==> src/verilog/apb_pkg.sv <==
//////////////////////////////////////////////////////////////////////
// APB data width and transfer phase encodings
//////////////////////////////////////////////////////////////////////

package apb_pkg;

	// PRDATA width, also the width of one edge word
	localparam int APB_DATA_WIDTH = 32;

	// Transfer phases of a master port
	localparam logic [1:0] APB_PHASE_IDLE   = 2'd0;
	localparam logic [1:0] APB_PHASE_SETUP  = 2'd1;
	localparam logic [1:0] APB_PHASE_ACCESS = 2'd2;

endpackage

==> src/verilog/edge_geom_pkg.sv <==
//////////////////////////////////////////////////////////////////////
// Edge array geometry shared by the chunk planner and array readers
// Edge word size, cacheline size and the values derived from them
//////////////////////////////////////////////////////////////////////

package edge_geom_pkg;

	// One edge word per array entry
	localparam int EDGE_BYTES = 4;

	// Memory line that a chunk must never cross
	localparam int CACHELINE_BYTES = 64;

	// Edges held by one cacheline
	localparam int CACHELINE_EDGES = CACHELINE_BYTES / EDGE_BYTES;

	// Index to byte offset
	localparam int EDGE_SHIFT = $clog2(EDGE_BYTES);

endpackage

==> src/verilog/edge_fetch_if.sv <==
//////////////////////////////////////////////////////////////////////
// chunk_if  chunk hand-off from planner to one array reader
// word_if   edge word stream from one array reader to the joiner
//////////////////////////////////////////////////////////////////////

`timescale 1ns/1ns

interface chunk_if #(
	parameter int INDEX_WIDTH = 24
) ();
	logic [INDEX_WIDTH-1:0] first_index;
	logic [INDEX_WIDTH-1:0] count;
	// Last chunk of a vertex job
	logic                   final_chunk;
	logic                   valid;
	logic                   ready;

	modport planner (output first_index, count, final_chunk, valid, input ready);
	modport reader (input first_index, count, final_chunk, valid, output ready);
endinterface

interface word_if import apb_pkg::*; ();
	logic [APB_DATA_WIDTH-1:0] data;
	// Last word of a final chunk
	logic                      last;
	logic                      valid;
	logic                      ready;

	modport source (output data, last, valid, input ready);
	modport sink (input data, last, valid, output ready);
endinterface

==> src/verilog/chunk_planner.sv <==
//////////////////////////////////////////////////////////////////////
// Vertex job planner
// Splits the edge range of a job into chunks that stay inside one
// cacheline and offers each chunk to both array readers at once
//////////////////////////////////////////////////////////////////////

`timescale 1ns/1ns

module chunk_planner import edge_geom_pkg::*; #(
	parameter int INDEX_WIDTH = 24
) (
	input  logic                   clock,
	input  logic                   rstn,
	input  logic                   job_valid,
	output logic                   job_ready,
	input  logic [INDEX_WIDTH-1:0] job_first_index,
	input  logic [INDEX_WIDTH-1:0] job_degree,
	chunk_if.planner               src_chunk,
	chunk_if.planner               dest_chunk
);

	localparam int LINE_BITS = $clog2(CACHELINE_EDGES);

	localparam logic [1:0] PLAN_IDLE  = 2'd0;
	localparam logic [1:0] PLAN_SIZE  = 2'd1;
	localparam logic [1:0] PLAN_OFFER = 2'd2;

	logic [1:0]             state;
	logic [INDEX_WIDTH-1:0] next_index;
	logic [INDEX_WIDTH-1:0] left;
	logic [INDEX_WIDTH-1:0] line_room;
	logic [INDEX_WIDTH-1:0] chunk_len;
	logic [INDEX_WIDTH-1:0] chunk_first;
	logic [INDEX_WIDTH-1:0] chunk_count;
	logic                   chunk_final;
	logic                   chunk_offer;
	logic                   job_take;
	logic                   chunk_take;

	assign job_ready = (state == PLAN_IDLE);
	assign job_take  = job_valid & job_ready;

	// Edges left before the next line boundary, short on a misaligned start
	assign line_room = INDEX_WIDTH'(CACHELINE_EDGES) - INDEX_WIDTH'(next_index[LINE_BITS-1:0]);
	assign chunk_len = (left < line_room) ? left : line_room;

	// Chunk stays on offer until both readers are ready
	assign chunk_offer = (state == PLAN_OFFER);

	// Both readers take the chunk in the same cycle or neither does
	assign chunk_take = chunk_offer & src_chunk.ready & dest_chunk.ready;

	assign src_chunk.valid        = chunk_offer;
	assign src_chunk.first_index  = chunk_first;
	assign src_chunk.count        = chunk_count;
	assign src_chunk.final_chunk  = chunk_final;
	assign dest_chunk.valid       = chunk_offer;
	assign dest_chunk.first_index = chunk_first;
	assign dest_chunk.count       = chunk_count;
	assign dest_chunk.final_chunk = chunk_final;

	always_ff @(posedge clock or negedge rstn) begin
		if (~rstn) begin
			state <= PLAN_IDLE;
		end else begin
			case (state)
				PLAN_IDLE: begin
					// Zero degree jobs are swallowed here
					if (job_take && job_degree != '0)
						state <= PLAN_SIZE;
				end
				PLAN_SIZE: state <= PLAN_OFFER;
				PLAN_OFFER: begin
					if (chunk_take)
						state <= chunk_final ? PLAN_IDLE : PLAN_SIZE;
				end
				default: state <= PLAN_IDLE;
			endcase
		end
	end

	// Job progress and the chunk on offer
	always_ff @(posedge clock) begin
		if (job_take) begin
			next_index <= job_first_index;
			left       <= job_degree;
		end
		if (state == PLAN_SIZE) begin
			chunk_first <= next_index;
			chunk_count <= chunk_len;
			chunk_final <= (left == chunk_len);
			next_index  <= next_index + chunk_len;
			left        <= left - chunk_len;
		end
	end

endmodule

==> src/verilog/edge_array_reader.sv <==
//////////////////////////////////////////////////////////////////////
// Edge array reader
// APB master that reads the words of one chunk, one per transfer,
// and streams them out with the job end marked
//////////////////////////////////////////////////////////////////////

`timescale 1ns/1ns

module edge_array_reader import edge_geom_pkg::*, apb_pkg::*; #(
	parameter int ADDR_WIDTH  = 32,
	parameter int INDEX_WIDTH = 24
) (
	input  logic                      clock,
	input  logic                      rstn,
	input  logic [ADDR_WIDTH-1:0]     array_base,
	chunk_if.reader                   chunk,
	output logic                      psel,
	output logic                      penable,
	output logic [ADDR_WIDTH-1:0]     paddr,
	input  logic                      pready,
	input  logic [APB_DATA_WIDTH-1:0] prdata,
	word_if.source                    words
);

	logic [1:0]                phase;
	logic                      busy;
	logic [INDEX_WIDTH-1:0]    index;
	logic [INDEX_WIDTH-1:0]    left;
	logic                      chunk_final;
	logic                      word_valid;
	logic                      word_last;
	logic [APB_DATA_WIDTH-1:0] word_data;
	logic                      chunk_take;
	logic                      read_done;
	logic                      word_take;

	assign chunk.ready = ~busy;
	assign chunk_take  = chunk.valid & ~busy;
	assign read_done   = (phase == APB_PHASE_ACCESS) & pready;
	assign word_take   = word_valid & words.ready;

	// Index only moves after completion, so the address holds per transfer
	assign paddr   = array_base + (ADDR_WIDTH'(index) << EDGE_SHIFT);
	assign psel    = (phase != APB_PHASE_IDLE);
	assign penable = (phase == APB_PHASE_ACCESS);

	assign words.valid = word_valid;
	assign words.data  = word_data;
	assign words.last  = word_last;

	always_ff @(posedge clock or negedge rstn) begin
		if (~rstn) begin
			phase      <= APB_PHASE_IDLE;
			busy       <= 1'b0;
			left       <= '0;
			word_valid <= 1'b0;
		end else begin
			if (chunk_take) begin
				busy  <= 1'b1;
				left  <= chunk.count;
				phase <= APB_PHASE_SETUP;
			end
			if (phase == APB_PHASE_SETUP)
				phase <= APB_PHASE_ACCESS;
			if (read_done) begin
				phase      <= APB_PHASE_IDLE;
				word_valid <= 1'b1;
				left       <= left - 1'b1;
			end
			// Next read waits until the held word is gone
			if (word_take) begin
				word_valid <= 1'b0;
				if (left == '0)
					busy <= 1'b0;
				else
					phase <= APB_PHASE_SETUP;
			end
		end
	end

	always_ff @(posedge clock) begin
		if (chunk_take) begin
			index       <= chunk.first_index;
			chunk_final <= chunk.final_chunk;
		end
		if (read_done) begin
			word_data <= prdata;
			word_last <= chunk_final && (left == INDEX_WIDTH'(1));
			index     <= index + 1'b1;
		end
	end

endmodule

==> src/verilog/edge_fetch_top.sv <==
//////////////////////////////////////////////////////////////////////
// Edge fetch unit top level
// Chunk planner, source and destination array readers, edge joiner
//////////////////////////////////////////////////////////////////////

`timescale 1ns/1ns

module edge_fetch_top import apb_pkg::*; #(
	parameter int ADDR_WIDTH  = 32,
	parameter int INDEX_WIDTH = 24,
	parameter int FIFO_DEPTH  = 8
) (
	input  logic                      clock,
	input  logic                      rstn,
	// Vertex jobs
	input  logic                      job_valid,
	output logic                      job_ready,
	input  logic [INDEX_WIDTH-1:0]    job_first_index,
	input  logic [INDEX_WIDTH-1:0]    job_degree,
	// Array bases, stable while jobs run
	input  logic [ADDR_WIDTH-1:0]     src_base,
	input  logic [ADDR_WIDTH-1:0]     dest_base,
	// Source array APB port
	output logic                      src_psel,
	output logic                      src_penable,
	output logic [ADDR_WIDTH-1:0]     src_paddr,
	input  logic                      src_pready,
	input  logic [APB_DATA_WIDTH-1:0] src_prdata,
	// Destination array APB port
	output logic                      dest_psel,
	output logic                      dest_penable,
	output logic [ADDR_WIDTH-1:0]     dest_paddr,
	input  logic                      dest_pready,
	input  logic [APB_DATA_WIDTH-1:0] dest_prdata,
	// Edge stream
	output logic                      edge_valid,
	input  logic                      edge_ready,
	output logic [APB_DATA_WIDTH-1:0] edge_src,
	output logic [APB_DATA_WIDTH-1:0] edge_dest,
	output logic                      edge_last
);

	chunk_if #(.INDEX_WIDTH(INDEX_WIDTH)) src_chunk ();
	chunk_if #(.INDEX_WIDTH(INDEX_WIDTH)) dest_chunk ();
	word_if src_words ();
	word_if dest_words ();

	chunk_planner #(.INDEX_WIDTH(INDEX_WIDTH)) u_planner (
		.clock           (clock),
		.rstn            (rstn),
		.job_valid       (job_valid),
		.job_ready       (job_ready),
		.job_first_index (job_first_index),
		.job_degree      (job_degree),
		.src_chunk       (src_chunk.planner),
		.dest_chunk      (dest_chunk.planner)
	);

	edge_array_reader #(.ADDR_WIDTH(ADDR_WIDTH), .INDEX_WIDTH(INDEX_WIDTH)) u_src_reader (
		.clock      (clock),
		.rstn       (rstn),
		.array_base (src_base),
		.chunk      (src_chunk.reader),
		.psel       (src_psel),
		.penable    (src_penable),
		.paddr      (src_paddr),
		.pready     (src_pready),
		.prdata     (src_prdata),
		.words      (src_words.source)
	);

	edge_array_reader #(.ADDR_WIDTH(ADDR_WIDTH), .INDEX_WIDTH(INDEX_WIDTH)) u_dest_reader (
		.clock      (clock),
		.rstn       (rstn),
		.array_base (dest_base),
		.chunk      (dest_chunk.reader),
		.psel       (dest_psel),
		.penable    (dest_penable),
		.paddr      (dest_paddr),
		.pready     (dest_pready),
		.prdata     (dest_prdata),
		.words      (dest_words.source)
	);

	edge_joiner #(.FIFO_DEPTH(FIFO_DEPTH)) u_joiner (
		.clock      (clock),
		.rstn       (rstn),
		.src_words  (src_words.sink),
		.dest_words (dest_words.sink),
		.edge_valid (edge_valid),
		.edge_ready (edge_ready),
		.edge_src   (edge_src),
		.edge_dest  (edge_dest),
		.edge_last  (edge_last)
	);

endmodule

==> src/verilog/edge_joiner.sv <==
//////////////////////////////////////////////////////////////////////
// Edge joiner
// Pairs source and destination words into edges and queues them in
// the edge FIFO that feeds the output port
//////////////////////////////////////////////////////////////////////

`timescale 1ns/1ns

module edge_joiner import apb_pkg::*; #(
	parameter int FIFO_DEPTH = 8
) (
	input  logic                      clock,
	input  logic                      rstn,
	word_if.sink                      src_words,
	word_if.sink                      dest_words,
	output logic                      edge_valid,
	input  logic                      edge_ready,
	output logic [APB_DATA_WIDTH-1:0] edge_src,
	output logic [APB_DATA_WIDTH-1:0] edge_dest,
	output logic                      edge_last
);

	localparam int PTR_BITS = (FIFO_DEPTH > 1) ? $clog2(FIFO_DEPTH) : 1;

	logic [APB_DATA_WIDTH-1:0] src_mem  [FIFO_DEPTH];
	logic [APB_DATA_WIDTH-1:0] dest_mem [FIFO_DEPTH];
	logic                      last_mem [FIFO_DEPTH];
	logic [PTR_BITS-1:0]       wr_ptr;
	logic [PTR_BITS-1:0]       rd_ptr;
	logic [PTR_BITS:0]         fill;
	logic                      full;
	logic                      push;
	logic                      pop;

	assign full = (fill == (PTR_BITS+1)'(FIFO_DEPTH));

	// A pair moves only as a whole, so neither stream can run ahead
	assign push             = src_words.valid & dest_words.valid & ~full;
	assign src_words.ready  = push;
	assign dest_words.ready = push;

	assign edge_valid = (fill != '0);
	assign pop        = edge_valid & edge_ready;
	assign edge_src   = src_mem[rd_ptr];
	assign edge_dest  = dest_mem[rd_ptr];
	assign edge_last  = last_mem[rd_ptr];

	always_ff @(posedge clock or negedge rstn) begin
		if (~rstn) begin
			wr_ptr <= '0;
			rd_ptr <= '0;
			fill   <= '0;
		end else begin
			if (push)
				wr_ptr <= (wr_ptr == PTR_BITS'(FIFO_DEPTH-1)) ? '0 : wr_ptr + 1'b1;
			if (pop)
				rd_ptr <= (rd_ptr == PTR_BITS'(FIFO_DEPTH-1)) ? '0 : rd_ptr + 1'b1;
			if (push && !pop)
				fill <= fill + 1'b1;
			else if (pop && !push)
				fill <= fill - 1'b1;
		end
	end

	// Job end comes from the source stream
	always_ff @(posedge clock) begin
		if (push) begin
			src_mem[wr_ptr]  <= src_words.data;
			dest_mem[wr_ptr] <= dest_words.data;
			last_mem[wr_ptr] <= src_words.last;
		end
	end

endmodule
==> config.mk <==
export PLATFORM = sky130hd
export DESIGN_NAME = edge_fetch_top
export DESIGN_NICKNAME = d
export VERILOG_FILES = /design/src/verilog/apb_pkg.sv /design/src/verilog/edge_geom_pkg.sv /design/src/verilog/edge_fetch_if.sv /design/src/verilog/chunk_planner.sv /design/src/verilog/edge_array_reader.sv /design/src/verilog/edge_fetch_top.sv /design/src/verilog/edge_joiner.sv
export SDC_FILE = /design/constraint.sdc
export NUM_CORES = 1
export LEC_CHECK = 0
export BUFFER_PORTS_ARGS = -buffer_cell sky130_fd_sc_hd__buf_2
export CAP_MARGIN = 20
export CORE_MARGIN = 10
export CORE_UTILIZATION = 28
export CTS_CLUSTER_DIAMETER = 30
export DETAILED_ROUTE_END_ITERATION = 10
export PLACE_DENSITY = 0.44
export SYNTH_ARGS = -nofsm -noshare
export SYNTH_HDL_FRONTEND = slang
export SYNTH_HIERARCHICAL = 1
export SYNTH_SLANG_ARGS = --single-unit
==> constraint.sdc <==
create_clock -name clock -period 21.5 [get_ports clock]
set_input_delay 4.3 -clock clock [delete_from_list [all_inputs] [get_ports clock]]
set_output_delay 4.3 -clock clock [all_outputs]
set_load 0.02 [all_outputs]
## After elaboration in Yosys (flattened, before gate mapping)

Memory sizes are Yosys's and may differ from the RTL's.
Index checks and enable logic that the tools add are counted.

| cells by class | value |
|---|---|
| $lt $le $gt $ge | 1 |
| equality and inequality tests | 13 |
| reductions and logical operators | 20 |
| add/subtract/negate cells | 13 |
| bitwise logic cells | 14 |
| multiplexer cells | 43 |

Operators with widths:

| kind | number |
|---|---|
| 24-bit two-way mux | 13 |
| 32-bit by 26-bit adder with 32-bit output | 2 |
| 24-bit by 1-bit adder with 24-bit output, second input constant | 2 |
| 24-bit logical NOT | 2 |
| 24-bit by 1-bit subtractor with 24-bit output, second input constant | 2 |
| 24-bit adder | 1 |
| 24-bit by 1-bit == test with 1-bit output, second input constant | 1 |
| 24-bit == test | 1 |
| 24-bit less-than comparator | 1 |
| 2-bit two-way mux | 12 |
| 24-bit nonzero test | 1 |
| 24-bit subtractor | 1 |
| 2-bit nonzero test | 8 |
| 1-bit two-way mux | 13 |
| 1-bit AND | 11 |
| 4-bit two-way mux | 2 |
| 3-bit by 1-bit adder with 3-bit output, second input constant | 2 |
| 2-bit by 1-bit == test with 1-bit output, second input constant | 3 |
| 2-bit == test, second input constant | 3 |
| 3-bit == test, second input constant | 2 |
| 3-bit two-way mux | 2 |
| 2-bit one-hot mux with 3 select lines | 1 |
| 5-bit by 4-bit subtractor with 6-bit output, first input constant | 1 |
| 4-bit by 1-bit adder with 4-bit output, second input constant | 1 |
| other kinds (9) | 16 |

| storage, ports and cells | value |
|---|---|
| register bits | 279 |
| RAM bits | 520 |
| memories kept | 3 |
| output and inout bits | 135 |
| logic and storage cells | 130 |
| input bits | 182 |

Memories:

| memory | words | bits a word | read ports | clocked after Yosys merged registers in | wr ports | line | RTL |
|---|---|---|---|---|---|---|---|
| u_joiner.dest_mem | 8 | 32 | 1 | 0 | 1 | edge_joiner.sv:26 | `logic [APB_DATA_WIDTH-1:0] dest_mem [FIFO_DEPTH];` |
| u_joiner.src_mem | 8 | 32 | 1 | 0 | 1 | edge_joiner.sv:25 | `logic [APB_DATA_WIDTH-1:0] src_mem [FIFO_DEPTH];` |
| u_joiner.last_mem | 8 | 1 | 1 | 0 | 1 | edge_joiner.sv:27 | `logic last_mem [FIFO_DEPTH];` |

## Longest topological paths before layout

| depth | value |
|---|---|
| depth after elaboration | 7 |
| gate-level depth with buffers | 20 |
| mapped depth without buffers | 19 |

## Cells and area by module

Netlist, hierarchy kept.

By module, submodules not included:

| module | seq. area each (µm²) | area an instance (µm²) | cells an instance | times used |
|---|---|---|---|---|
| edge_joiner | 15865.2 | 20179.4 | 815 | 1 |
| chunk_planner | 2962.8 | 5889.4 | 542 | 1 |
| edge_array_reader (u_src_reader) | 2442.3 | 5471.5 | 580 | 1 |
| edge_array_reader (u_dest_reader) | 2442.3 | 5418.9 | 570 | 1 |

## Least setup slack after synthesis

Ideal clock, no wire load.

| timing path | value |
|---|---|
| kind | in2out |
| start | input port dest_base[3] |
| end | output port dest_paddr[25] |
| data arrival time | 6.394 ns |
| path buffers | 0 |
| stages | 8 |
| required time | 17.200 ns |
| path slack | 10.806 ns |
| path through | ha_1 a211o_1 a21oi_1 a211o_1 a21oi_1 o21ai_2 mux2i_1 nor4_1 |

| between the ends | value |
|---|---|
| cells in the longest elaborated chain, start to end | 1 |

RTL lines:

| item | line | RTL |
|---|---|---|
| start: declaration | edge_fetch_top.sv:22 | `input logic [ADDR_WIDTH-1:0] dest_base,` |
| 32-bit by 26-bit adder with 32-bit output | edge_array_reader.sv:43 | `assign paddr = array_base + (ADDR_WIDTH'(index) << EDGE_SHIFT);` |
| end: declaration | edge_fetch_top.sv:32 | `output logic [ADDR_WIDTH-1:0] dest_paddr,` |

No other way between the ends.

## Worst setup path after layout

| timing path | value |
|---|---|
| start | input port src_base[2] |
| end | output port src_paddr[30] |

| between the ends | value |
|---|---|
| cells in the longest elaborated chain, start to end | 1 |

RTL lines:

| item | line | RTL |
|---|---|---|
| start: declaration | edge_fetch_top.sv:21 | `input logic [ADDR_WIDTH-1:0] src_base,` |
| 32-bit by 26-bit adder with 32-bit output | edge_array_reader.sv:43 |  |
| end: declaration | edge_fetch_top.sv:26 | `output logic [ADDR_WIDTH-1:0] src_paddr,` |

No other way between the ends.

==> flow_metrics.py <==
metrics = {
    "detailed_routing": {
        "drtIter0Drc": 1588,
        "postRouteAntennaNets": 0,
        "drc": 0,
        "wl_um": 102000,
        "top_layer": "met5",
        "routed-via-count": 23122,
        "wl_met2_um": 47900,
        "viasPerCell": 4.78,
        "met3RoutedLength_um": 6290,
        "wl_met1_um": 46000,
        "first_pass_iters": 7,
        "wire_per_inst_um": 21.2,
    },
    "pwr": {
        "power_mw": 7.07,
        "combPwrFrac_pct": 27.6,
        "netSwitchingFraction_pct": 32.8,
        "powerDensity_nw_per_um2": 151,
        "seqPwrFrac_pct": 32.0,
        "peakVddDrop_mv": 0.0819,
        "p_int_mw": 4.75,
        "power_switching_mw": 2.32,
        "p_leak_nw": 16.9,
        "pwr-share-clk_pct": 40.3,
    },
    "critical_path": {
        "crit_arrival_ns": 7.17,
        "cp.required_ns": 17.20,
        "start_kind": "primary input",
        "cp-end-kind": "primary output",
        "crit_type": "in -> out",
        "worstPathMaxFanout": 3,
        "crit_chain": "buf_2 -> ha_1 -> inv_1 -> fa_1 -> nor2b_1 -> o31ai_1 -> a21oi_1 -> nor2_1 -> a21boi_0 -> o21ai_0 -> xnor2_1 -> buf_2",
        "cpPeakStageDelay_ns": 0.55,
        "cpMostUsedCell": "buf_2",
        "crit_slowest_cell": "a21oi_1",
    },
    "floorplanning": {
        "rows": 133,
        "die_x_um": 383,
        "core-area_um2": 131000,
        "io_pins": 317,
        "die_h_um": 383,
        "start_util_pct": 28.1,
        "die_area_um2": 147000,
    },
    "placement": {
        "dp_hpwl_um": 65600,
        "place_ws_ns": 10.02,
        "port_buffers": 308,
        "place.gp.congestion": 0.837,
    },
    "clocking": {
        "cts_max_level": 4,
        "cts_setup_buffers": 0,
        "numCtsBuffers": 190,
        "cts.repair.resized": 0,
        "clock_latency_ns": 0.79,
        "cts_root_buffer": "clkbuf_16",
        "cts_sinks": 799,
        "cts_tree": "built",
        "clk_pin_slew_ns": 0.04,
        "holdBufCountCts": 0,
        "clockBufferDepth": 3,
    },
    "final_layout": {
        "nets": 3204,
        "area_growth_pct": 26.7,
        "fillers": 12685,
        "final_util_pct": 35.6,
        "drive_gt1_share_pct": 28.7,
    },
    "sta": {
        "clock.fmax_ghz": 0.0872,
        "holdWs_ns": 0.459,
        "maxSlewHeadroom_pct": 30.6,
        "fin_skew_ns": 0.0808,
        "grt_setup_unrepaired": "false",
        "slew_viol_final": 0,
        "finalCritPeriodShare_pct": 53.3,
        "post-route-min-period_ns": 11.47,
        "tns_ns": 0,
        "finalSetupViolCount": 0,
        "hold_viol": 0,
        "setup_ws_ns": 10.03,
        "tightest_slew_ns": 1.04,
    },
    "status": {
        "outcome": "complete, no violations",
    },
    "logic_synthesis": {
        "synthCells": 2503,
        "yosysWarnings": 6,
        "synth_area_um2": 36900,
        "syn_area_per_cell_um2": 14.7,
    },
    "global_routing": {
        "grt_pass1_wl_um": 153000,
        "grt.total_usage_pct": 13.7,
        "gr-total-overflow": 0,
        "grt_pass1_vias": 24410,
        "grt_start_max_net_pins": 99,
        "antenna_found_initial": 16,
    },
    "run": {
        "drv_cap": 0,
    },
    "worst_hold_path": {
        "hp-class": "reg -> reg",
    },
}
[flip-flops by register name, indices dropped and copies added, names as in the netlist, 32 cells and up]
signal and cells:
u_joiner/dest_mem 256, u_joiner/src_mem 256, u_dest_reader/words.data 32, u_src_reader/words.data 32
[cell usage in the layout (no fill, tap or decap), types with 12 or more instances in the layout]
| cell | n |
|---|---|
| inv_1 | 56 |
| nor2_1 | 112 |
| a211oi_1 | 23 |
| buf_4 | 29 |
| xnor2_1 | 56 |
| clkinvlp_4 | 15 |
| o31ai_1 | 12 |
| a21o_1 | 31 |
| clkbuf_1 | 31 |
| nor3_1 | 33 |
| xor2_1 | 78 |
| nand2b_1 | 13 |
| o21ai_0 | 164 |
| clkbuf_16 | 190 |
| o211ai_1 | 15 |
| nand3_1 | 70 |
| ha_1 | 95 |
| mux4_2 | 130 |
| clkinv_1 | 30 |
| and3_1 | 27 |
| nor2b_1 | 14 |
| bufinv_16 | 25 |
| clkinv_2 | 25 |
| mux2_2 | 70 |
| nand2_1 | 197 |
| conb_1 | 37 |
| dfrtp_1 | 65 |
| nand4_1 | 23 |
| edfxtp_1 | 731 |
| a21oi_1 | 115 |
| mux2i_1 | 12 |
| nor4_1 | 15 |
| buf_2 | 308 |
[metal layers]
| layer | global-route usage [%] | up-vias |
|---|---|---|
| li1 | - | 10543 |
| met1 | 18.0 | 11687 |
| met2 | 21.7 | 697 |
| met3 | 3.58 | 189 |
| met4 | 4.71 | 6 |
| met5 | 0 | - |
[worst max-delay path: cells and delay by family]
| family | cells | cell delay [ns] |
|---|---|---|
| compound gates | 4 | 1.14 |
| xor+xnor | 1 | 0.17 |
| fa+ha+maj | 2 | 0.78 |
| buf+inv | 3 | 0.38 |
| simple gates | 2 | 0.38 |
[power by group through the flow]
stage | Combinational [mW] | Clock, mW | Sequential, mW
6_report | 1.95 | 2.85 | 2.27
5_1_grt | 2.14 | 3.01 | 2.30
4_1_cts | 1.99 | 2.92 | 2.27
3_5_place_dp | 1.98 | 0 | 2.29
3_3_place_gp | 1.97 | 0 | 2.28
2_1_floorplan | 1.43 | 0 | 2.18
[per-stage QoR]
step                cells  area [um2]
floorplan            2539       37000
global placement     4485       40200
detailed placement   4485       40200
CTS                  4833       46700
global route         4835       46700
finish               4837       46700
[worst paths after layout]
kind,depth (start not counted),slack [ns],start,endpoint
worst max-delay path,12,10.03,src_base[2],src_paddr[30]
worst min-delay path,0,0.46,u_planner/next_index[15],u_planner/dest_chunk.first_index[15]
worst max register to register,19,16.22,u_planner/next_index[1],u_planner/next_index[18]
worst min register to register,0,0.46,u_planner/next_index[15],u_planner/dest_chunk.first_index[15]
max in group asynchronous,2,16.90,rstn,u_joiner/rd_ptr[2]
min in group asynchronous,2,3.79,rstn,u_src_reader/left[1]
[area by class of cell]
| type | instances | area, um2 | area share (%) |
|---|---|---|---|
| antenna | 4 | 10.0 | 0.0214 |
| clock buffer | 225 | 4930 | 10.5 |
| clock inverter | 123 | 1600 | 3.43 |
| inverter | 60 | 226 | 0.485 |
| multi-input combinational | 1534 | 12400 | 26.4 |
| sequential | 799 | 23700 | 50.6 |
| tap | 1755 | 2200 | 4.70 |
| timing repair buffer | 337 | 1760 | 3.76 |
Power figures use the tool's default switching activity.
